--- src/csiLineCounter.sv ---
/* Payload word counter against WC/2-1. Assumes an even word count of at least 2
   and no more than 2^pLineCntBits words per line */
`default_nettype none

module csiLineCounter #(
	parameter int pLineCntBits = 13
) (
	input  wire			iSCLK,
	input  wire			qnHsRst,
	input  wire			cntClear,
	input  wire			cntStep,
	input  wire [15:0]	wordCnt,								// Byte count from header
	output logic		lastWord
);
	logic [pLineCntBits-1:0]	count;						// Words seen this line
	logic [14:0]				countWide;
	logic [14:0]				targetCnt;					// Index of last word

	assign countWide	= 15'(count);
	assign targetCnt	= wordCnt[15:1] - 15'd1;			// Two bytes per word
	assign lastWord		= (countWide == targetCnt);

	// ----------------------------------------
	// Counter
	// ----------------------------------------
	always_ff @(posedge iSCLK, negedge qnHsRst)
	begin
		if (!qnHsRst)
			count <= '0;
		else if (cntClear)
			count <= '0;								// Clear wins over step
		else if (cntStep)
			count <= count + 1'b1;
	end

	// Parser must stop stepping at the last word
	assert property (@(posedge iSCLK) disable iff (!qnHsRst) cntStep |-> (countWide <= targetCnt))
		else $error("Line counter stepped past word count");

endmodule : csiLineCounter

`default_nettype wire

--- config.mk ---
export PLATFORM = sky130hd
export DESIGN_NAME = csiLineCounter
export DESIGN_NICKNAME = d
export VERILOG_FILES = /design/src/csiLineCounter.sv
export SDC_FILE = /design/constraint.sdc
export NUM_CORES = 1
export LEC_CHECK = 0
export BUFFER_PORTS_ARGS = -buffer_cell sky130_fd_sc_hd__clkbuf_2
export CORE_MARGIN = 2
export CORE_UTILIZATION = 25
export DETAILED_ROUTE_END_ITERATION = 10
export PLACE_DENSITY_LB_ADDON = 0.2
export SYNTH_ARGS = -nofsm -noshare
export SYNTH_HDL_FRONTEND = slang
export SYNTH_SLANG_ARGS = --single-unit
--- constraint.sdc ---
create_clock -name iSCLK -period 2.05 [get_ports iSCLK]
set_input_delay 0.205 -clock iSCLK [delete_from_list [all_inputs] [get_ports iSCLK]]
set_output_delay 0.205 -clock iSCLK [all_outputs]
set_load 0.01 [all_outputs]
# [Word-level counts from Yosys, hierarchy flattened]
# Index checks and enable logic that the tools add are counted.
[word_totals] regBits=13 input_bits=20 output_inout_bits=1 wordCells=7
[op_classes] n_addsub=2 eq_ne=1 n_mux=2 reduce_logical=1
[op_table] op="two-way mux 13 bit" count=2
[op_table] op="equality test 13 x 15 -> 1 bit" count=1
[op_table] op="subtractor 15 x 1 -> 15 bit, second input constant" count=1
[op_table] op="adder 13 x 1 -> 13 bit, second input constant" count=1
[op_table] op="nonzero test 2 bit" count=1

# [Longest topological paths before layout]
[logic_depth] depth_word=3 mapped_depth=7 depth_no_buf=7

# [Least setup slack after synthesis]
# No wires, ideal clock.
[synth_path] kind="input -> output" startpoint="input port wordCnt[8]" endpoint="output port lastWord" t_arrival_ns=1.835 t_required_ns=1.845 slack_ns=0.010 stages=6 path_buffers=1 cell_sequence="or4_1 > buf_2 > or3_4 > o41ai_2 > nand3_1 > nor4_2"
[synth_between] elab_chain_len=2
[synth_lines] element="start: declaration" line="12" source="input wire [15:0] wordCnt,"
[synth_lines] element="subtractor 15 x 1 -> 15 bit" line="20" source="assign targetCnt = wordCnt[15:1] - 15'd1;"
[synth_lines] element="equality test 13 x 15 -> 1 bit" line="21" source="assign lastWord = (countWide == targetCnt);"
[synth_lines] element="end: declaration" line="13" source="output logic lastWord"
# No other way between the ends.

# [Worst setup path in the final report]
# Same ends and word-level chain as after synthesis.

==> impl_metrics.ini <==
[worst_setup_path]
crit_path_start_kind = primary input
slowest_stage = or4_4
crit_type = primary input to output pin
cp_cell_sequence = clkbuf_2, or4_4, or3_4, or4b_1, nand3_1, nor4_2, buf_2
cp-end-kind = output pin
crit_buf_inv = 2
slowest_delay_ps = 540
worstPathMaxFanout = 3
cp.arrival_ps = 1960
critical-path-top-delay-family = simple AND/OR/NAND/NOR gates
crit_required_ps = 1850

[power]
power_density_mw_per_mm2 = 441.7
irDropWorstVdd_v = 0.0002724
power_leakage_nw = 0.5996
power_mw = 0.6228

[sta]
maxSlewHeadroom_pct = 65.96
fin_crit_sh_pct = 105.8
worstMarginPinSlew_ps = 506.0
tns_ps = -119.6
fin_worst_skew_ps = 3.332
grt_setup_unrepaired = true
slew_viol_final = 0
fmax_ghz = 0.4609
hold_ws_ps = 318.6
hold_viol = 0
period_needed_ps = 2170
setup_viol = 1
setup_ws_ps = -119.6

[logic_synthesis]
synth-seq-cells = 13
synth_area_leaders = dfrtp_1 30%, xnor2_1 11%, xor2_1 9.0%
syn-cell-area_sq_mm = 0.001069
yosys.area.top_type = dfrtp_1
synth_edf_count = 0
synth_nets = 148
synth_ff_type = dfrtp_1
ys_warn_count = 0
yosysSeqAreaShare_pct = 30.44
ys_top_cells_by_count = 14 x nor2_1, 14 x xnor2_1, 13 x dfrtp_1
syn_area_per_cell_sq_um = 8.480
synth_top_area_share_pct = 30.44
async_flop_share_pct = 100.0
synth_cell_types = 34
synth_cells = 126

[detailed_routing]
drt_iter0_drc = 62
drcViolationCount = 0
routedWlPerCell_um = 12.36
vias = 1064
viasPerCell = 5.043
routed_wl_um = 2607
dr.pass1.iters = 4
drtAntennaViolNets = 0

[clock_tree]
htree_levels = 1
clkTransAtPathRegs_ps = 50
clock_path_buffers = 2
cts_buffers = 3
cts_tree = built
clk_latency_ps = 240
cts_sinks = 13
post_cts_buffers = 0
clockRootBuffer = clkbuf_8

[status]
violations = negative setup slack
status = finished, violations left

[grt]
grt_pass1_wl_um = 4650
grt.total_usage_pct = 11.41
antenna_found_initial = 0
grt_overflow_total = 0
grt_pass1_vias = 1056
grt_max_degree = 14

[cells_and_area]
layout.nets = 184
largest-register = count
antenna_cells = 0
design_area_sq_mm = 0.001410
largest_reg_flops = 13
reg_top3 = count x13
utilization_pct = 34.75
drive_gt1_share_pct = 27.95
synthToLayoutAreaGrowth_pct = 31.97
fill_cells = 433

[floorplanning]
rows = 23
die_w_um = 69.38
core_sq_mm = 0.004058
start_util_pct = 26.33
die_area_sq_mm = 0.004813
die_h_um = 69.38
ios = 21

[place]
hpwlAfterDp_um = 2116
io_buffers = 19
placed_cell_area_sq_mm = 0.001323
place.gp.congestion = 0.7330

[hold_path]
hp-class = primary input to flip-flop

[run]
timing.max_cap.violations = 0
[worst reg2reg max path: stages, from the launching register on]
cell and delay, ps:
dfrtp_1 500, and4_1 290, and3_1 210, nand2_1 100, or3_1 320, a21oi_1 150
[per-layer routing]
layer	GRT usage (%)	vias to the layer above	share of wire (%)
met5	0	-	0
met1	13.56	502	46
li1	-	529	-
met4	2.832	0	0.61
met3	2.616	2	5.3
met2	20.62	31	48
[power by group]
| part | internal, mW | switching (mW) |
|---|---|---|
| combinational | 0.0642 | 0.0650 |
| clock | 0.137 | 0.0898 |
| sequential | 0.261 | 0.00576 |
| total | 0.462 | 0.161 |
[cell type report]
| type | instances | area [sq um] | area share (%) |
|---|---|---|---|
| multi-input cells | 105 | 738.2 | 52.35 |
| clock buffers | 4 | 45.04 | 3.194 |
| inverters | 4 | 15.01 | 1.065 |
| repair buffers | 35 | 224.0 | 15.88 |
| flip-flops and latches | 13 | 325.3 | 23.07 |
| well taps | 50 | 62.56 | 4.437 |
[through the flow]
stage,setup WS [ps],std cells
after detailed placement,-202.0,206
after floorplan,9.518,126
after global routing,-201.1,211
after global placement,-116.8,206
after CTS,-114.2,211
final,-119.6,211
[cell families after synthesis]
family                   after synthesis  synth area share, %
buffers and inverters                  8                2.926
AO/OA/AOI/OAI                         18                11.24
flip-flops                            13                30.44
XOR/XNOR                              25                20.49
AND/OR/NAND/NOR                       59                31.62
adder cells (fa/ha/maj)                2                2.342
multiplexers                           1               0.9368
[what timing repair did]
action	in CTS	in global routing
hold buffers	1	0
resized for setup	5	2
setup endpoints to repair	1	1
endpoints found under the hold margin	13	0
[cells in the final DEF, fill, tap and decap left out, types with 2 or more instances in the layout]
cell type	n
clkbuf_2	17
buf_4	15
xnor2_1	14
nor2_1	14
dfrtp_1	13
xor2_1	11
nand3_1	7
nand2_1	6
o21ai_0	5
or3_1	5
inv_1	4
nand4_1	4
nor3_1	3
a31oi_1	3
or4_4	3
a21oi_1	3
and3_1	3
clkbuf_8	3
nor4_1	2
nor2b_1	2
and3b_1	2
o22ai_1	2
and4_1	2
ha_1	2
[path summary, 6_finish.rpt]
check / from / endpoint / slack (ps) / depth (start not counted)
setup / recovery: wordCnt[8] / lastWord / -120 / 7
hold / removal: cntStep / count[0] / 320 / 3
setup reg to reg: count[3] / count[11] / 410 / 5
hold reg to reg: count[6] / count[6] / 590 / 2
max in group asynchronous: qnHsRst / count[4] / 1410 / 2
min in group asynchronous: qnHsRst / count[10] / 390 / 2
(Power assumes the default switching activity.)
