[config.mk]
export PLATFORM = sky130hd
export DESIGN_NAME = csiHeaderParser
export DESIGN_NICKNAME = d
export VERILOG_FILES = /design/src/csiProtoPkg.sv /design/src/csiRxCfgPkg.sv /design/src/csiHeaderParser.sv
export SDC_FILE = /design/constraint.sdc
export NUM_CORES = 1
export LEC_CHECK = 0
export BUFFER_PORTS_ARGS = -buffer_cell sky130_fd_sc_hd__buf_2
export CAP_MARGIN = 20
export CORE_UTILIZATION = 30
export CTS_CLUSTER_DIAMETER = 150
export DETAILED_ROUTE_END_ITERATION = 12
export HOLD_SLACK_MARGIN = 0.15
export PLACE_DENSITY = 0.54
export SKIP_CTS_REPAIR_TIMING = 1
export SLEW_MARGIN = 20
export SYNTH_ARGS = -nofsm -noshare
export SYNTH_HDL_FRONTEND = slang
export SYNTH_SLANG_ARGS = --single-unit
[constraint.sdc]
create_clock -name iSCLK -period 5.25 [get_ports iSCLK]
set_input_delay 0 -clock iSCLK [delete_from_list [all_inputs] [get_ports iSCLK]]
set_output_delay 0 -clock iSCLK [all_outputs]
set_load 0.05 [all_outputs]
[src/csiProtoPkg.sv]
/* CSI-2 packet layout as seen after two-lane byte merge, lane 1 in the upper byte.
   ECC and CRC are carried only, never checked */
`default_nettype none

package csiProtoPkg;

	// ----------------------------------------
	// Packet header fields
	// ----------------------------------------
	localparam logic [5:0] LongPacketMin = 6'h13;	// Types above carry payload

	typedef struct packed
	{
		logic [1:0]	virtChan;						// Virtual channel
		logic [5:0]	dataType;						// Data type code
	} DataId;

	typedef struct packed
	{
		logic [7:0]	hiByte;							// WC LSB or ECC, lane 1
		DataId		loByte;							// DI or WC MSB, lane 0
	} HeaderPair;

	// ----------------------------------------
	// FIFO word
	// ----------------------------------------
	// One merged lane word, read as header bytes or as a pixel pair
	typedef union packed
	{
		HeaderPair		header;					// Header decode
		logic [15:0]	pixels;					// Payload, lane1 over lane0
	} LaneWord;

	localparam int FifoWordBits = 17;				// Sync flag plus LaneWord

endpackage : csiProtoPkg

`default_nettype wire

[src/csiRxCfgPkg.sv]
/* Receiver implementation constants and the header parser state encoding */
`default_nettype none

package csiRxCfgPkg;

	// ----------------------------------------
	// Output widths
	// ----------------------------------------
	localparam int PixelBits = 32;					// Pixel pair zero-extended

	// ----------------------------------------
	// Parser FSM
	// ----------------------------------------
	localparam int ParseStateBits = 3;

	typedef enum logic [ParseStateBits-1:0]
	{
		idle		= 3'd0,							// Wait for sync marker
		head0		= 3'd1,							// DI and WC LSB
		head1		= 3'd2,							// WC MSB and ECC
		typeCheck	= 3'd3,							// Short or long decision
		payload		= 3'd4							// Pixel forwarding
	} ParseState;

endpackage : csiRxCfgPkg

`default_nettype wire

[src/csiHeaderParser.sv]
/* Packet header decode and payload steering. ECC is passed through unchecked.
   Types up to LongPacketMin are short packets without payload */
`default_nettype none

module csiHeaderParser (
	input  wire										iSCLK,
	input  wire										qnHsRst,
	input  wire [csiProtoPkg::FifoWordBits-1:0]		fifoRdData,
	input  wire										fifoRdValid,
	input  wire										fifoEmpty,
	input  wire										lastWord,	// From line counter
	output logic									fifoRdEn,
	output logic									cntClear,
	output logic									cntStep,
	output logic [15:0]								wordCnt,
	output logic [csiRxCfgPkg::PixelBits-1:0]		pixel,
	output logic [5:0]								dataType,
	output logic [1:0]								virtChan,
	output logic [7:0]								ecc,
	output logic									pixelValid,
	output logic									lineEnd
);
	import csiProtoPkg::*;
	import csiRxCfgPkg::*;

	ParseState	state, nextState;
	LaneWord	rdWord;											// Current FIFO word
	logic		rdSync;											// Marker flag
	logic		isLong;
	logic		fwdWord;										// Payload word accepted

	// ----------------------------------------
	// Decode helpers
	// ----------------------------------------
	assign rdWord	= fifoRdData[FifoWordBits-2:0];
	assign rdSync	= fifoRdData[FifoWordBits-1];
	assign fifoRdEn	= ~fifoEmpty;								// No back-pressure
	assign isLong	= (dataType > LongPacketMin);
	// First payload word can already arrive during typeCheck
	assign fwdWord	= fifoRdValid & ((state == payload) | ((state == typeCheck) & isLong));
	assign cntStep	= fwdWord;
	assign cntClear	= (state == head1) & fifoRdValid;			// Count zero before payload

	// ----------------------------------------
	// FSM
	// ----------------------------------------
	always_comb
	begin
		nextState = state;
		case (state)
			idle:		if (fifoRdValid && rdSync) nextState = head0;	// Skip until marker
			head0:		if (fifoRdValid) nextState = head1;
			head1:		if (fifoRdValid) nextState = typeCheck;
			typeCheck:
			begin
				if (isLong)
					nextState = (fwdWord && lastWord) ? idle : payload;
				else if (fifoRdValid && rdSync)
					nextState = head0;							// Next packet right behind
				else
					nextState = idle;
			end
			payload:	if (fwdWord && lastWord) nextState = idle;
			default:	nextState = idle;
		endcase
	end

	always_ff @(posedge iSCLK, negedge qnHsRst)
	begin
		if (!qnHsRst)
		begin
			state		<= idle;
			pixelValid	<= 1'b0;
			lineEnd		<= 1'b0;
		end
		else
		begin
			state		<= nextState;
			pixelValid	<= fwdWord;
			lineEnd		<= fwdWord & lastWord;					// With last pixel
		end
	end

	// ----------------------------------------
	// Header fields and pixel data
	// ----------------------------------------
	always_ff @(posedge iSCLK)
	begin
		if ((state == head0) && fifoRdValid)
		begin
			virtChan		<= rdWord.header.loByte.virtChan;
			dataType		<= rdWord.header.loByte.dataType;
			wordCnt[7:0]	<= rdWord.header.hiByte;			// WC LSB
		end
		if ((state == head1) && fifoRdValid)
		begin
			wordCnt[15:8]	<= rdWord.header.loByte;			// WC MSB
			ecc				<= rdWord.header.hiByte;
		end
		if (fwdWord)
			pixel <= PixelBits'(rdWord.pixels);				// Zero-extended pair
	end

	assert property (@(posedge iSCLK) disable iff (!qnHsRst)
		state inside {idle, head0, head1, typeCheck, payload})
		else $error("Parser state illegal");

endmodule : csiHeaderParser

`default_nettype wire

## Word level (Yosys, flattened, before mapping)

Cells that the tools add are included.

| word-level totals | value |
|---|---|
| word-level logic and storage cells | 38 |
| output and inout bits | 69 |
| input port bits | 22 |
| flip-flop bits (word level) | 53 |

| operators by class | value |
|---|---|
| magnitude comparators | 1 |
| bitwise operators | 6 |
| reductions and logical operators | 6 |
| mux-type cells | 8 |
| eq/ne operators | 8 |

Operators with widths:

| operator | number |
|---|---|
| 2-to-1 mux 3 bit | 6 |
| case mux 3 bit (5 select lines) | 1 |
| == test 3 x 2 -> 1 bit (second input constant) | 2 |
| > comparator 6 x 5 -> 1 bit (second input constant) | 1 |
| inequality test 2 bit (second input constant) | 3 |
| AND 1 bit | 4 |
| logical AND 1 bit | 4 |
| AND reduction 4 bit | 1 |
| == test 3 x 1 -> 1 bit (second input constant) | 1 |
| == test 3 bit (second input constant) | 1 |
| logical NOT 3 bit | 1 |
| inequality test 2 x 1 -> 1 bit (second input constant) | 1 |
| 2-to-1 mux 1 bit | 1 |
| inverter 1 bit | 1 |
| OR 1 bit | 1 |

## Depth between registers and ports, before layout

| depth | value |
|---|---|
| depth after elaboration | 8 |
| mapped depth | 3 |
| mapped depth without buffers | 3 |

## Worst setup path after synthesis

Ideal clock, no wire load.

| timing | value |
|---|---|
| path kind | register to register |
| from | reg state[0] |
| to | reg ecc[0] (enable) |
| arrival time | 2.857 ns |
| period minus slack after synthesis | 3.320 ns |
| stages on the path, launching flop included | 3 |
| path slack | 1.930 ns |
| buffers on the path | 0 |
| data required time | 4.787 ns |
| setup time | 0.463 ns |
| cells stage by stage | dfrtp_1 > nand2b_1 > nor3b_1 |

| between the ends | value |
|---|---|
| longest elaborated chain between the ends | 2 |

RTL lines:

| what | line | source |
|---|---|---|
| start: declaration | csiHeaderParser.sv:26 | `ParseState state, nextState;` |
| start signal: assignment | csiHeaderParser.sv:72 | `state <= idle;` |
| start signal: assignment | csiHeaderParser.sv:78 | `state <= nextState;` |
| == test 3 x 2 -> 1 bit | csiHeaderParser.sv:95 | `if ((state == head1) && fifoRdValid)` |
| logical AND 1 bit | csiHeaderParser.sv:95 |  |
| end signal: assignment | csiHeaderParser.sv:98 | `ecc <= rdWord.header.hiByte;` |
| end: declaration | csiHeaderParser.sv:19 | `output logic [7:0] ecc,` |

No other way between the ends.
A chain may end at the register's enable or synchronous reset.

## Final worst setup path

| timing | value |
|---|---|
| from | reg state[1] |
| to | out cntStep |

| between the ends | value |
|---|---|
| longest elaborated chain between the ends | 4 |
| elaborated cells on any way between the ends | 5 |
| those cells by class | 2 x eq/ne; 3 x bitwise |

RTL lines:

| what | line | source |
|---|---|---|
| == test 3 x 2 -> 1 bit | csiHeaderParser.sv:40 | `assign fwdWord = fifoRdValid & ((state == payload) \| ((state == typeCheck) & isLong));` |
| AND 1 bit | csiHeaderParser.sv:40 |  |
| OR 1 bit (*) | csiHeaderParser.sv:40 |  |
| AND 1 bit (*) | csiHeaderParser.sv:40 |  |
| end: declaration | csiHeaderParser.sv:14 | `output logic cntStep,` |

Every way passes the cells marked *; elsewhere a longest branch is shown, timed or not.

==> run metrics <==
period utilisation layout=47.3%; Final Hold Fails=0; FF-to-FF End=pixel[1]; MaxCap Viol Count=0; critical path type=flop to output port; required time worst endpoint=5250 ps; Max Freq=403 MHz; Post-Syn Instances=90; Core Box Area=a little under 6000 µm²; Pins Over Slew Limit=0; Final setup violation count=0; CTS tree=yes; clock sinks=53; clk_skew=8.28 ps; placed cell count=about 240; status=finished, final reports clean; first-pass GRT wire length=4.77 mm; busiest grt layer=met2; Leak=1.03 nW; Reg2Reg Depth=2; asr flop ratio synth=9.43%; Die X=around 80 µm; total die area=6400 µm²; clock tree root buffer cell=clkbuf_8; nets=215; pin count of the biggest net entering global routing=19; final cell count without fillers=269; Port-buffer cells=74; register area share after synthesis=a little under nine tenths; CTS Buf Count=5; CP Launch Point=state[1]; met3 Use GR=under 10%; EDFF count, synth=48; total negative setup slack=0 ps; RSZ-0062 raised after global routing=false; GRT Overall Usage=between 10% and 20%; Cell Area, Synth=approximately 1800 µm²; grt total ovfl=0; Clock transition at path regs=90 ps; Yosys reg bits=53; met1 Use GR=10.3%; initial antenna violation count=0; Vias=roughly 1,100; routability cong.=between 0.7 and 0.8; crit-path max FO=18; first-pass detailed-route iteration total=4; Top-Level Pins=91; library cells used by synthesis=18; drt total wl=3.47 mm; Avg Inst Size Synth=20.3 µm²; Hold Slack=298 ps; FF+latch area=1570 µm²; DR vias/cell=4.00; vias in the first global route=~1,000; Ys Warns=0; n_diodes=0; Clock Path Buffers=2; worst hold path depth=3; Hold Startpoint=fifoEmpty; Most used DFF post-synth=edfxtp_1; Skew-Pair Late Insertion Delay=about 300 ps; Slew @ Worst Pin=1040 ps; most frequent cells in the layout=buf_2, edfxtp_1, dlygate4sd3_1; post-route design area=2550 µm²; Die Y=80.0 µm; Pwr Density=439 nW/µm²; DR iter-0 viols=49; met2 Usage GRT=a little under a fifth; critical path startpoint category=flop; worst hold path type=input port to output port; multi-input logic area=193 µm²; layout cells sized above 1=~44%; drt wl/cell=12.9 µm; H-tree depth=2; DP Area=about 2200 µm²; total power=1.12 mW; Core Rows=28; peak supply drop=0.154 mV; DRC violations left=0; commonest non-fill, non-tap cell in the layout=buf_2; headroom to the max-slew limit=a little under a third; post-route ant nets=0; post-detail-place hpwl=2.49 mm; Crit. End Element=output port; Worst Path Arrival=2480 ps; Initial Utilization=31.0%; area grow syn2layout=39.5%; Reg2Reg Setup Slack=a little over 3000 ps; fill count=between 500 and 600; Critical Path Sink=cntStep; fin crit period=2480 ps; Worst R2R Start=state[1]
==> state kept, by name, indices dropped and copies added (netlist names) <==
name and count:
wordCnt 16, pixel 16, dataType 6, ecc 8, state 3, pixelValid 1
lineEnd 1, virtChan 2
==> metrics by stage <==
stage               setup WS, ps  utilization (%)
floorplan                   1930                -
global placement            3140             38.0
detailed placement          3070             38.0
CTS                         2730             39.5
global route                2610             43.3
finish                      2770             43.3
==> area by class of cell <==
type	count	share of cell area [%]
Multi-Input combinational cell	34	7.57
Tap cell	75	3.69
Timing Repair Buffer	97	23.5
Clock inverter	2	0.590
Sequential cell	53	61.5
Inverter	2	0.295
Clock buffer	6	2.85
==> worst max-delay path, stage by stage (launching register included) <==
cell      delay, ps
dfrtp_1         470
or3_1           460
a21boi_2        840
buf_2           410
==> routing by layer <==
metal	routed length, µm	part of all wire (%)
met2	1780	51
met5	0	0
met3	250	7.2
met4	79	2.3
met1	1370	39
==> power by group <==
group	leakage (nW)	switching (mW)	internal (mW)	total (mW)
sequential	0.504	0.0280	0.534	0.562
combinational	0.485	0.269	0.0708	0.340
clock	0.0374	0.122	0.0939	0.216
==> kinds of logic after synthesis <==
kind of cell	count (synthesis)	share of synthesized area, %
flip-flops	53	85.8
buffers and inverters	18	6.99
AO/OA/AOI/OAI	9	3.56
AND/OR/NAND/NOR	9	3.43
other	1	0.205
==> worst min-delay path by stage <==
stage / endpoint
2_1_floorplan: lineEnd
3_3_place_gp: pixelValid
3_5_place_dp: pixelValid
4_1_cts: state[2]
5_1_grt: fifoRdEn
6_report: fifoRdEn
==> synthesized netlist by cell type, types with 2 or more instances <==
library cell  instances  share of area [%]
nor3b_1               2               0.82
inv_1                 2               0.41
edfxtp_1             48                 79
or3_1                 2               0.69
dfrtp_1               5                6.9
a21oi_1               4                1.1
buf_4                16                6.6
Power figures use the tool's default switching activity.
