--- src/csiProtoPkg.sv ---
/* CSI-2 packet layout as seen after two-lane byte merge, lane 1 in the upper byte.
   ECC and CRC are carried only, never checked */
`default_nettype none

package csiProtoPkg;

	// ----------------------------------------
	// Packet header fields
	// ----------------------------------------
	localparam logic [5:0] LongPacketMin = 6'h13;	// Types above carry payload

	typedef struct packed
	{
		logic [1:0]	virtChan;						// Virtual channel
		logic [5:0]	dataType;						// Data type code
	} DataId;

	typedef struct packed
	{
		logic [7:0]	hiByte;							// WC LSB or ECC, lane 1
		DataId		loByte;							// DI or WC MSB, lane 0
	} HeaderPair;

	// ----------------------------------------
	// FIFO word
	// ----------------------------------------
	// One merged lane word, read as header bytes or as a pixel pair
	typedef union packed
	{
		HeaderPair		header;					// Header decode
		logic [15:0]	pixels;					// Payload, lane1 over lane0
	} LaneWord;

	localparam int FifoWordBits = 17;				// Sync flag plus LaneWord

endpackage : csiProtoPkg

`default_nettype wire

--- src/csiLaneCapture.sv ---
/* Byte clock capture of two deskewed, aligned D-PHY lanes.
   A sync cycle is written as its own marker word */
`default_nettype none

module csiLaneCapture (
	input  wire										wordClk,	// D-PHY byte clock
	input  wire										qnHsRst,
	input  wire [7:0]								lane0Data,
	input  wire [7:0]								lane1Data,
	input  wire										laneValid,	// HS data valid
	input  wire										laneSync,	// HS sync seen
	output logic [csiProtoPkg::FifoWordBits-1:0]	fifoWrData,
	output logic									fifoWrEn
);
	import csiProtoPkg::*;

	LaneWord	rLaneWord;									// Merged byte pair
	logic		rSync;										// Sync level, registered

	// ----------------------------------------
	// Lane registers
	// ----------------------------------------
	always_ff @(posedge wordClk)
	begin
		rLaneWord.pixels <= {lane1Data, lane0Data};		// Lane 1 high byte
	end

	always_ff @(posedge wordClk, negedge qnHsRst)
	begin
		if (!qnHsRst)
		begin
			rSync		<= 1'b0;
			fifoWrEn	<= 1'b0;
		end
		else
		begin
			rSync		<= laneSync;
			fifoWrEn	<= laneValid | laneSync;		// Sync cycle as marker
		end
	end

	assign fifoWrData = {rSync, rLaneWord};				// Flag above data

endmodule : csiLaneCapture

`default_nettype wire

--- config.mk ---
export PLATFORM = sky130hd
export DESIGN_NAME = csiLaneCapture
export DESIGN_NICKNAME = d
export VERILOG_FILES = /design/src/csiProtoPkg.sv /design/src/csiLaneCapture.sv
export SDC_FILE = /design/constraint.sdc
export NUM_CORES = 1
export LEC_CHECK = 0
export BUFFER_PORTS_ARGS = -buffer_cell sky130_fd_sc_hd__buf_2
export CORE_MARGIN = 8
export CORE_UTILIZATION = 28
export CTS_CLUSTER_SIZE = 30
export DETAILED_ROUTE_END_ITERATION = 16
export GPL_TIMING_DRIVEN = 1
export PLACE_DENSITY = 0.68
export SLEW_MARGIN = 25
export SYNTH_ARGS = -nofsm -noshare
export SYNTH_HDL_FRONTEND = slang
export SYNTH_SLANG_ARGS = --single-unit
export TNS_END_PERCENT = 100
--- constraint.sdc ---
create_clock -name wordClk -period 0.8 [get_ports wordClk]
set_input_delay 0.04 -clock wordClk [delete_from_list [all_inputs] [get_ports wordClk]]
set_output_delay 0.04 -clock wordClk [all_outputs]
set_load 0.1 [all_outputs]
== Word level (Yosys, flattened, before mapping) ==
Index checks and enable logic that the tools add are counted.

* Flip-flop bits (word level): 18
* Bits in latches: 0
* Bits in writable memories: 0
* Memory bits (read-only): 0
* Output and inout port bits: 18
* Memories: 0

* Add/subtract/negate cells: 0
* $mul: 0
* Div/mod/pow operators: 0
* Magnitude comparators: 0
* Equality and inequality tests: 0
* Shift operators: 0
* Muxes and demuxes: 0
* Bitwise gates (word level): 1
* Reductions and logical operators: 0

{| class="wikitable"
|+ Operator list
! operator !! count
|-
| OR 1 bit || 1
|}

== Logic depth before layout (Yosys ltp) ==
Gate-level depths: netlist of run 1.

* Word-level depth: 1
* Gate-level depth with buffers: 1
* Gate-level depth less buffers: 1

== Least setup slack after synthesis of run 1 ==
Ideal clock, no wire load.

* Kind: register to output
* From: reg rLaneWord[0] (netlist name)
* To: out fifoWrData[0] (netlist name)
* Arrival time: 909 ps
* Required time: 760 ps
* Setup slack: -149 ps
* Stages on the path, launching flop included: 1
* Path buffers: 0
* Cells stage by stage: dfxtp_1

{| class="wikitable"
|+ RTL lines
! what !! line !! source
|-
| start, declared || csiLaneCapture.sv:17 || <nowiki>LaneWord rLaneWord;</nowiki>
|-
| end, declared || csiLaneCapture.sv:12 || <nowiki>output logic [csiProtoPkg::FifoWordBits-1:0] fifoWrData,</nowiki>
|}

No word-level cell between the ends.

== Final worst setup path of run 1 ==
* From: reg fifoWrEn
* To: out fifoWrEn

{| class="wikitable"
|+ RTL lines
! what !! line !! source
|-
| start, declared || csiLaneCapture.sv:13 || <nowiki>output logic fifoWrEn</nowiki>
|-
| start signal, assigned || csiLaneCapture.sv:38 || <nowiki>fifoWrEn <= laneValid | laneSync;</nowiki>
|}

No word-level cell between the ends.

==> results.json, run 1 <==
{
  "status": "finished with violations",
  "failed_checks": "negative setup slack",
  "post_cts_buffers": 0,
  "critPathMaxStageDelay_ns": 0.42,
  "required_ns": 0.76,
  "power_density_nw_per_um2": 1927,
  "synth_cell_types": 4,
  "drc": 0,
  "crit_fanout": 1,
  "synthCells": 20,
  "setup_ws_ns": -0.1122,
  "hold_violations": 0,
  "ant_nets": 0,
  "peakVddDrop_mv": 1.074,
  "num_vias": 356,
  "grt_pass1_vias": 385,
  "grt_usage_pct": 9.898,
  "finalCritPeriodShare_pct": 114.0,
  "p_clk_share_pct": 20.7,
  "cp-start-kind": "flop",
  "crit_type": "reg -> out",
  "via_per_inst": 3.787,
  "fp.coreArea_um2": 1285,
  "worstMarginPinSlew_ns": 0.09966,
  "drv_slew": 0,
  "portBuffers": 37,
  "antenna_found_initial": 0,
  "maxCapViolations": 0,
  "drtIter0Drc": 0,
  "final_cell_mix": "19 x dlygate4sd3_1, 19 x buf_2, 18 x buf_12",
  "switchingPower_uw": 674.9,
  "min_path_type": "in -> async",
  "nets": 100,
  "slew_headroom_pct": 93.36,
  "p_int_uw": 1422,
  "wl_per_cell_um": 12.86,
  "placed_area_um2": 872.1,
  "cts-root-buf": "clkbuf_4",
  "grt.overflow.total": 0,
  "seq_power_share_pct": 47.3,
  "grt_max_degree": 11,
  "cp_cell_sequence": "buf_12",
  "tns_ns": -0.8452,
  "fmax_ghz": 1.096,
  "layout-drive-gt1-share_pct": 72.15,
  "area_growth_pct": 183.4,
  "cts.repair.resized": 0,
  "start_util_pct": 29.89,
  "fp.dieW_um": 53.04,
  "clockBufferDepth": 2,
  "syn_area_per_cell_um2": 19.21,
  "fillers": 62,
  "ys_warn_count": 0,
  "h-tree-depth": 1,
  "dieArea_um2": 2813,
  "wirelength_mm": 1.209,
  "grt_pass1_wl_mm": 1.883,
  "antenna_cells": 0,
  "syn_area_um2": 384.1,
  "crit_family": "flip-flops",
  "synth_nets": 40,
  "total_leakage_power_uw": 0.0004971,
  "crit_buf_inv": 1,
  "setup_viol": 18,
  "post-route-min-period_ns": 0.9122,
  "crit_arrival_ns": 0.87,
  "comb_power_share_pct": 32.0,
  "rsz0062_at_grt": "true",
  "cts_sinks": 18,
  "clkTransAtPathRegs_ns": 0.09,
  "numCtsBuffers": 3,
  "drt-pass1-iter-count": 1,
  "pin_count": 38,
  "die_y_um": 53.04,
  "p_sw_share_pct": 32.18,
  "utilization_pct": 84.71,
  "end_kind": "primary output",
  "yosysSeqAreaShare_pct": 96.42,
  "worst_path_max_delay_cell": "dfrtp_2",
  "fin_area_um2": 1089,
  "synth_seq_cells": 18,
  "cts_tree": "done",
  "rows": 13,
  "gp_congestion": 0.6330
}
cells by family after synthesis:
kind of cell  synth area share (%)
buf+inv                      1.955
flops                        96.42
simple gates                 1.630
metrics by stage:
stage / worst slack, ns / power [uW] / hold WS [ns] / instances
after floorplan: 0.1143 / 1348 / -0.2556 / 20
after global placement: 0.2054 / 1610 / -0.1750 / 71
after detailed placement: 0.2030 / 1616 / -0.1731 / 71
after CTS: -0.1217 / 2117 / 0.04513 / 94
after global routing: -0.1567 / 2192 / 0.04625 / 94
final: -0.1122 / 2097 / 0.05229 / 94
flip-flops by register name, summed over array words and instances, names as in the netlist:
signal,flops
rLaneWord,16
rSync,1
fifoWrEn,1
final cells by class:
cell class	instances	area (um^2)	share of cell area (%)
multi-input combinational	1	6.256	0.5747
clock buffer	4	26.28	2.414
timing repair buffer	56	645.6	59.31
sequential	18	391.6	35.98
tap	15	18.77	1.724
timing repair:
action,in CTS,in global routing
hold buffers,19,0
setup endpoints to repair,18,18
endpoints found under the hold margin,20,0
per-layer routing:
metal | vias to the layer above | share of wire [%] | track usage (%)
li1 | 176 | - | -
met1 | 146 | 29 | 8.078
met2 | 30 | 48 | 15.23
met3 | 4 | 20 | 9.804
met4 | 0 | 2.0 | 5.172
met5 | - | 0 | 0
cell usage after synthesis:
| cell | instances | area, um^2 |
|---|---|---|
| or2_1 | 1 | 6.260 |
| buf_4 | 1 | 7.510 |
| dfxtp_1 | 16 | 320.3 |
| dfrtp_1 | 2 | 50.05 |
power groups by stage:
stage | clock network, uW | registers (uW) | logic [uW]
final | 433 | 993 | 671
after global routing | 503 | 998 | 691
after CTS | 450 | 994 | 672
after detailed placement | 0 | 1020 | 601
after global placement | 0 | 1010 | 597
after floorplan | 0 | 1320 | 25.1
final timing paths:
| path | start | endpoint | slack, ns | cells after the start |
|---|---|---|---|---|
| setup / recovery | fifoWrEn | fifoWrEn | -0.11 | 1 |
| hold / removal | qnHsRst | fifoWrEn | 0.05 | 2 |
| min in group wordClk | lane1Data[6] | rLaneWord[14] | 0.39 | 2 |
| max in group asynchronous | qnHsRst | fifoWrEn | 0.65 | 2 |
No activity file was read; power rests on OpenSTA's default activity.
==> inputs of run 2 (changes only) <==
- CORE_AREA: default -> 8 8 45 47
- CORE_MARGIN: 8 -> default
- CORE_UTILIZATION: 28 -> default
- DIE_AREA: default -> 0 0 53 55
- PLACE_DENSITY: 0.68 -> 0.77
- clock period: 0.8 -> 0.85 ns (I/O delays scaled with it)
==> run 2 against run 1 <==
The run still ends with negative setup slack left. Power decreased by 0.95%. Worst setup slack improved by 0.046 ns. First-iteration DRC count increased by 2. Critical path type unchanged. Highest routed layer unchanged.
==> results.json, run 2 (synthesis results as in run 1) <==
{
  "status": "finished with violations",
  "failed_checks": "negative setup slack",
  "ant_nets": 0,
  "post-route-min-period_ns": 0.9164,
  "required_ns": 0.81,
  "total_leakage_power_uw": 0.0005031,
  "maxCapViolations": 0,
  "gp_congestion": 0.6422,
  "grt_pass1_wl_mm": 2.083,
  "slew_headroom_pct": 92.30,
  "grt_usage_pct": 10.55,
  "min_path_type": "in -> async",
  "power_density_nw_per_um2": 1889,
  "peakVddDrop_mv": 1.176,
  "crit_buf_inv": 1,
  "h-tree-depth": 1,
  "final_cell_mix": "19 x dlygate4sd3_1, 19 x buf_2, 18 x buf_12",
  "rows": 14,
  "fmax_ghz": 1.091,
  "cts.repair.resized": 0,
  "clockBufferDepth": 2,
  "crit_type": "reg -> out",
  "numCtsBuffers": 3,
  "largest_reg_flops": 16,
  "cts_tree": "done",
  "finalCritPeriodShare_pct": 107.8,
  "grt_pass1_vias": 423,
  "drv_slew": 0,
  "dieArea_um2": 2915,
  "p_total_uw": 2077,
  "portBuffers": 37,
  "worst_path_max_delay_cell": "dfrtp_2",
  "nets": 100,
  "worstMarginPinSlew_ns": 0.1156,
  "utilization_pct": 79.48,
  "wirelength_mm": 1.413,
  "crit_fanout": 1,
  "max_flop_register": "rLaneWord",
  "drt-pass1-iter-count": 2,
  "top_regs": "rLaneWord: 16 flops, fifoWrEn: 1 flops, rSync: 1 flops",
  "cp-start-kind": "flop",
  "tns_ns": -0.1875,
  "cts-root-buf": "clkbuf_4",
  "crit_family": "flip-flops",
  "num_vias": 354,
  "rsz0062_at_grt": "true",
  "die_y_um": 55,
  "area_growth_pct": 186.3,
  "layout-drive-gt1-share_pct": 73.42,
  "pin_count": 38,
  "crit_arrival_ns": 0.87,
  "antenna_found_initial": 0,
  "cts_sinks": 18,
  "drtIter0Drc": 2,
  "wl_per_cell_um": 14.87,
  "fp.coreArea_um2": 1384,
  "setup_viol": 9,
  "critPathMaxStageDelay_ns": 0.42,
  "start_util_pct": 27.76,
  "grt_max_degree": 11,
  "fp.dieW_um": 53,
  "post_cts_buffers": 0,
  "cp_cell_sequence": "buf_12",
  "drc": 0,
  "via_per_inst": 3.726,
  "fillers": 72,
  "setup_ws_ns": -0.06642,
  "grt.overflow.total": 0,
  "clkTransAtPathRegs_ns": 0.10,
  "end_kind": "primary output",
  "antenna_cells": 0,
  "hold_violations": 0
}
==> run 2: changes by cell type in the layout (fill, tap and decap cells not counted) <==
cell,previous run,this run
clkbuf_8,0,1
clkbuf_1,1,0
==> run 2: layout make-up <==
| class | count | area [um^2] | area share (%) |
|---|---|---|---|
| timing repair buffer | 56 | 645.6 | 58.70 |
| sequential | 18 | 391.6 | 35.61 |
| clock buffer | 4 | 36.28 | 3.299 |
| tap | 16 | 20.02 | 1.820 |
| multi-input combinational | 1 | 6.256 | 0.5688 |
==> run 2: per-layer routing <==
metal,global-route usage [%],share of wire (%),up-vias
li1,-,-,177
met1,10.64,37,160
met2,18.36,54,15
met3,2.139,6.2,2
met4,9.052,1.9,0
met5,0,0,-
==> run 2: worst max path at each step <==
stage          startpoint              to  slack [ns]  depth (start not counted)
2_1_floorplan    fifoWrEn        fifoWrEn        0.16                          0
3_3_place_gp     fifoWrEn        fifoWrEn        0.25                          1
3_5_place_dp     fifoWrEn        fifoWrEn        0.25                          1
4_1_cts          fifoWrEn        fifoWrEn       -0.08                          1
5_1_grt             rSync  fifoWrData[16]        -0.1                          1
6_report         fifoWrEn        fifoWrEn       -0.07                          1
==> run 2: timing repair <==
item                                    CTS  global route
gates cloned                              0             0
hold buffers                             19             0
hold endpoints to repair                 20             0
pin swaps                                 0             0
endpoints found under the setup margin   18            18
==> run 2: power breakdown <==
group / switching (uW) / internal (uW) / total (uW)
clock network: 246 / 261 / 507
registers: 38.1 / 899 / 937
logic: 376 / 257 / 633
==> run 2: stage by stage <==
stage	worst slack (ns)	area, um^2	hold slack (ns)	std cells
finish	-0.06642	1100	0.07826	95
global route	-0.09759	1100	0.07932	95
CTS	-0.07553	1100	0.05459	95
detailed placement	0.2484	873.3	-0.1672	72
global placement	0.2523	873.3	-0.1739	72
floorplan	0.1618	405.4	-0.2531	20
==> inputs of run 3 (changes only) <==
- clock period: 0.85 -> 1.11 ns (I/O delays scaled with it)
==> run 3 against run 2 <==
Largest power group unchanged. Combinational power decreased by 38%. The run now ends clean. Sequential power shrank 26%. Cell area decreased by 23%. Hold slack improved by 0.0023 ns. Largest cell class unchanged.
==> results.json, run 3 (synthesis results as in run 1) <==
{
  "status": "finished, final reports clean",
  "cp_cell_sequence": "buf_2",
  "pin_count": 38,
  "cts_sinks": 18,
  "final_common_cell": "buf_2",
  "grt.overflow.total": 0,
  "max_flop_register": "rLaneWord",
  "area_growth_pct": 119.5,
  "grt_max_degree": 11,
  "crit_fanout": 1,
  "die_y_um": 55,
  "drt-pass1-iter-count": 4,
  "drtIter0Drc": 6,
  "finalCritPeriodShare_pct": 98.09,
  "maxCapViolations": 0,
  "wl_per_cell_um": 14.55,
  "setup_viol": 0,
  "whs_ns": 0.08052,
  "gp_congestion": 0.5848,
  "crit_buf_inv": 1,
  "dpl.cell_count": 72,
  "crit_type": "reg -> out",
  "end_kind": "primary output",
  "fin_area_um2": 843.3,
  "fp.dieW_um": 53,
  "h-tree-depth": 1,
  "grt_usage_pct": 9.081,
  "antenna_found_initial": 0,
  "critPathMaxStageDelay_ns": 0.42,
  "tns_ns": 0,
  "power_density_nw_per_um2": 1735,
  "rsz0062_at_grt": "false",
  "top_regs": "rLaneWord: 16 flops, fifoWrEn: 1 flops, rSync: 1 flops",
  "total_leakage_power_uw": 0.0004154,
  "portBuffers": 37,
  "drc": 0,
  "ant_nets": 0,
  "drv_slew": 0,
  "cts_tree": "done",
  "num_vias": 364,
  "start_util_pct": 27.76,
  "rows": 14,
  "peakVddDrop_mv": 0.6672,
  "fp.coreArea_um2": 1384,
  "cts-root-buf": "clkbuf_4",
  "grt_pass1_vias": 364,
  "nets": 100,
  "antenna_cells": 0,
  "worstMarginPinSlew_ns": 0.4929,
  "numCtsBuffers": 3,
  "crit_family": "buffers and inverters",
  "cp-start-kind": "flop",
  "clkTransAtPathRegs_ns": 0.09,
  "wirelength_mm": 1.382,
  "instances_no_fill": 95,
  "dieArea_um2": 2915,
  "via_per_inst": 3.832,
  "fmax_ghz": 0.9184,
  "hold_violations": 0,
  "largest_reg_flops": 16,
  "clockBufferDepth": 2,
  "post-route-min-period_ns": 1.089,
  "slew_headroom_pct": 67.36,
  "min_path_type": "in -> async",
  "layout-drive-gt1-share_pct": 51.90,
  "required_ns": 1.05,
  "grt_pass1_wl_mm": 1.807,
  "placed_area_um2": 596.8,
  "final_cell_mix": "28 x buf_2, 19 x dlygate4sd3_1, 16 x dfxtp_1",
  "crit_arrival_ns": 1.03,
  "worst_path_max_delay_cell": "buf_2"
}
## run 3: metrics by stage
stage                     utilization (%)  setup WS [ns]  total power [uW]
final                               60.94        0.02120              1463
after global routing                60.94      0.0001869              1509
after CTS                           59.67       0.004093              1468
after detailed placement            43.13         0.3116              1037
after global placement              43.13         0.3424              1032
after floorplan                         -         0.1455             962.4
## run 3: layer usage
layer  share of wire, %  global-route usage, %
met1                 25                  6.822
met4                3.1                  7.759
met3                5.7                  1.604
met2                 66                  18.95
met5                  0                      0
## run 3: what timing repair did
item                                    CTS  global route
resized for setup                         1             7
hold endpoints to repair                 20             0
hold buffers                             19             0
setup buffers                             0             0
cloned                                    0             0
endpoints found under the setup margin    1             7
pin swaps                                 0             0
## run 3: how the worst max path moves through the flow
stage | end | from | depth (start not counted)
CTS | fifoWrData[4] | rLaneWord[4] | 1
global placement | fifoWrEn | fifoWrEn | 1
detailed placement | fifoWrEn | fifoWrEn | 1
global route | fifoWrData[10] | rLaneWord[10] | 1
floorplan | fifoWrData[0] | rLaneWord[0] | 0
finish | fifoWrData[10] | rLaneWord[10] | 1
## run 3: power by group
group          switching, uW  internal [uW]  total (uW)
clock network            181            199         381
registers               10.2            681         691
logic                    289            103         392
total                    480            983        1460
## run 3: cell type report
cell class | count | area (um^2)
repair buffers | 56 | 410.4
clock buffers | 4 | 36.28
well taps | 16 | 20.02
flip-flops and latches | 18 | 370.4
fillers | 105 | 540.5
multi-input cells | 1 | 6.256
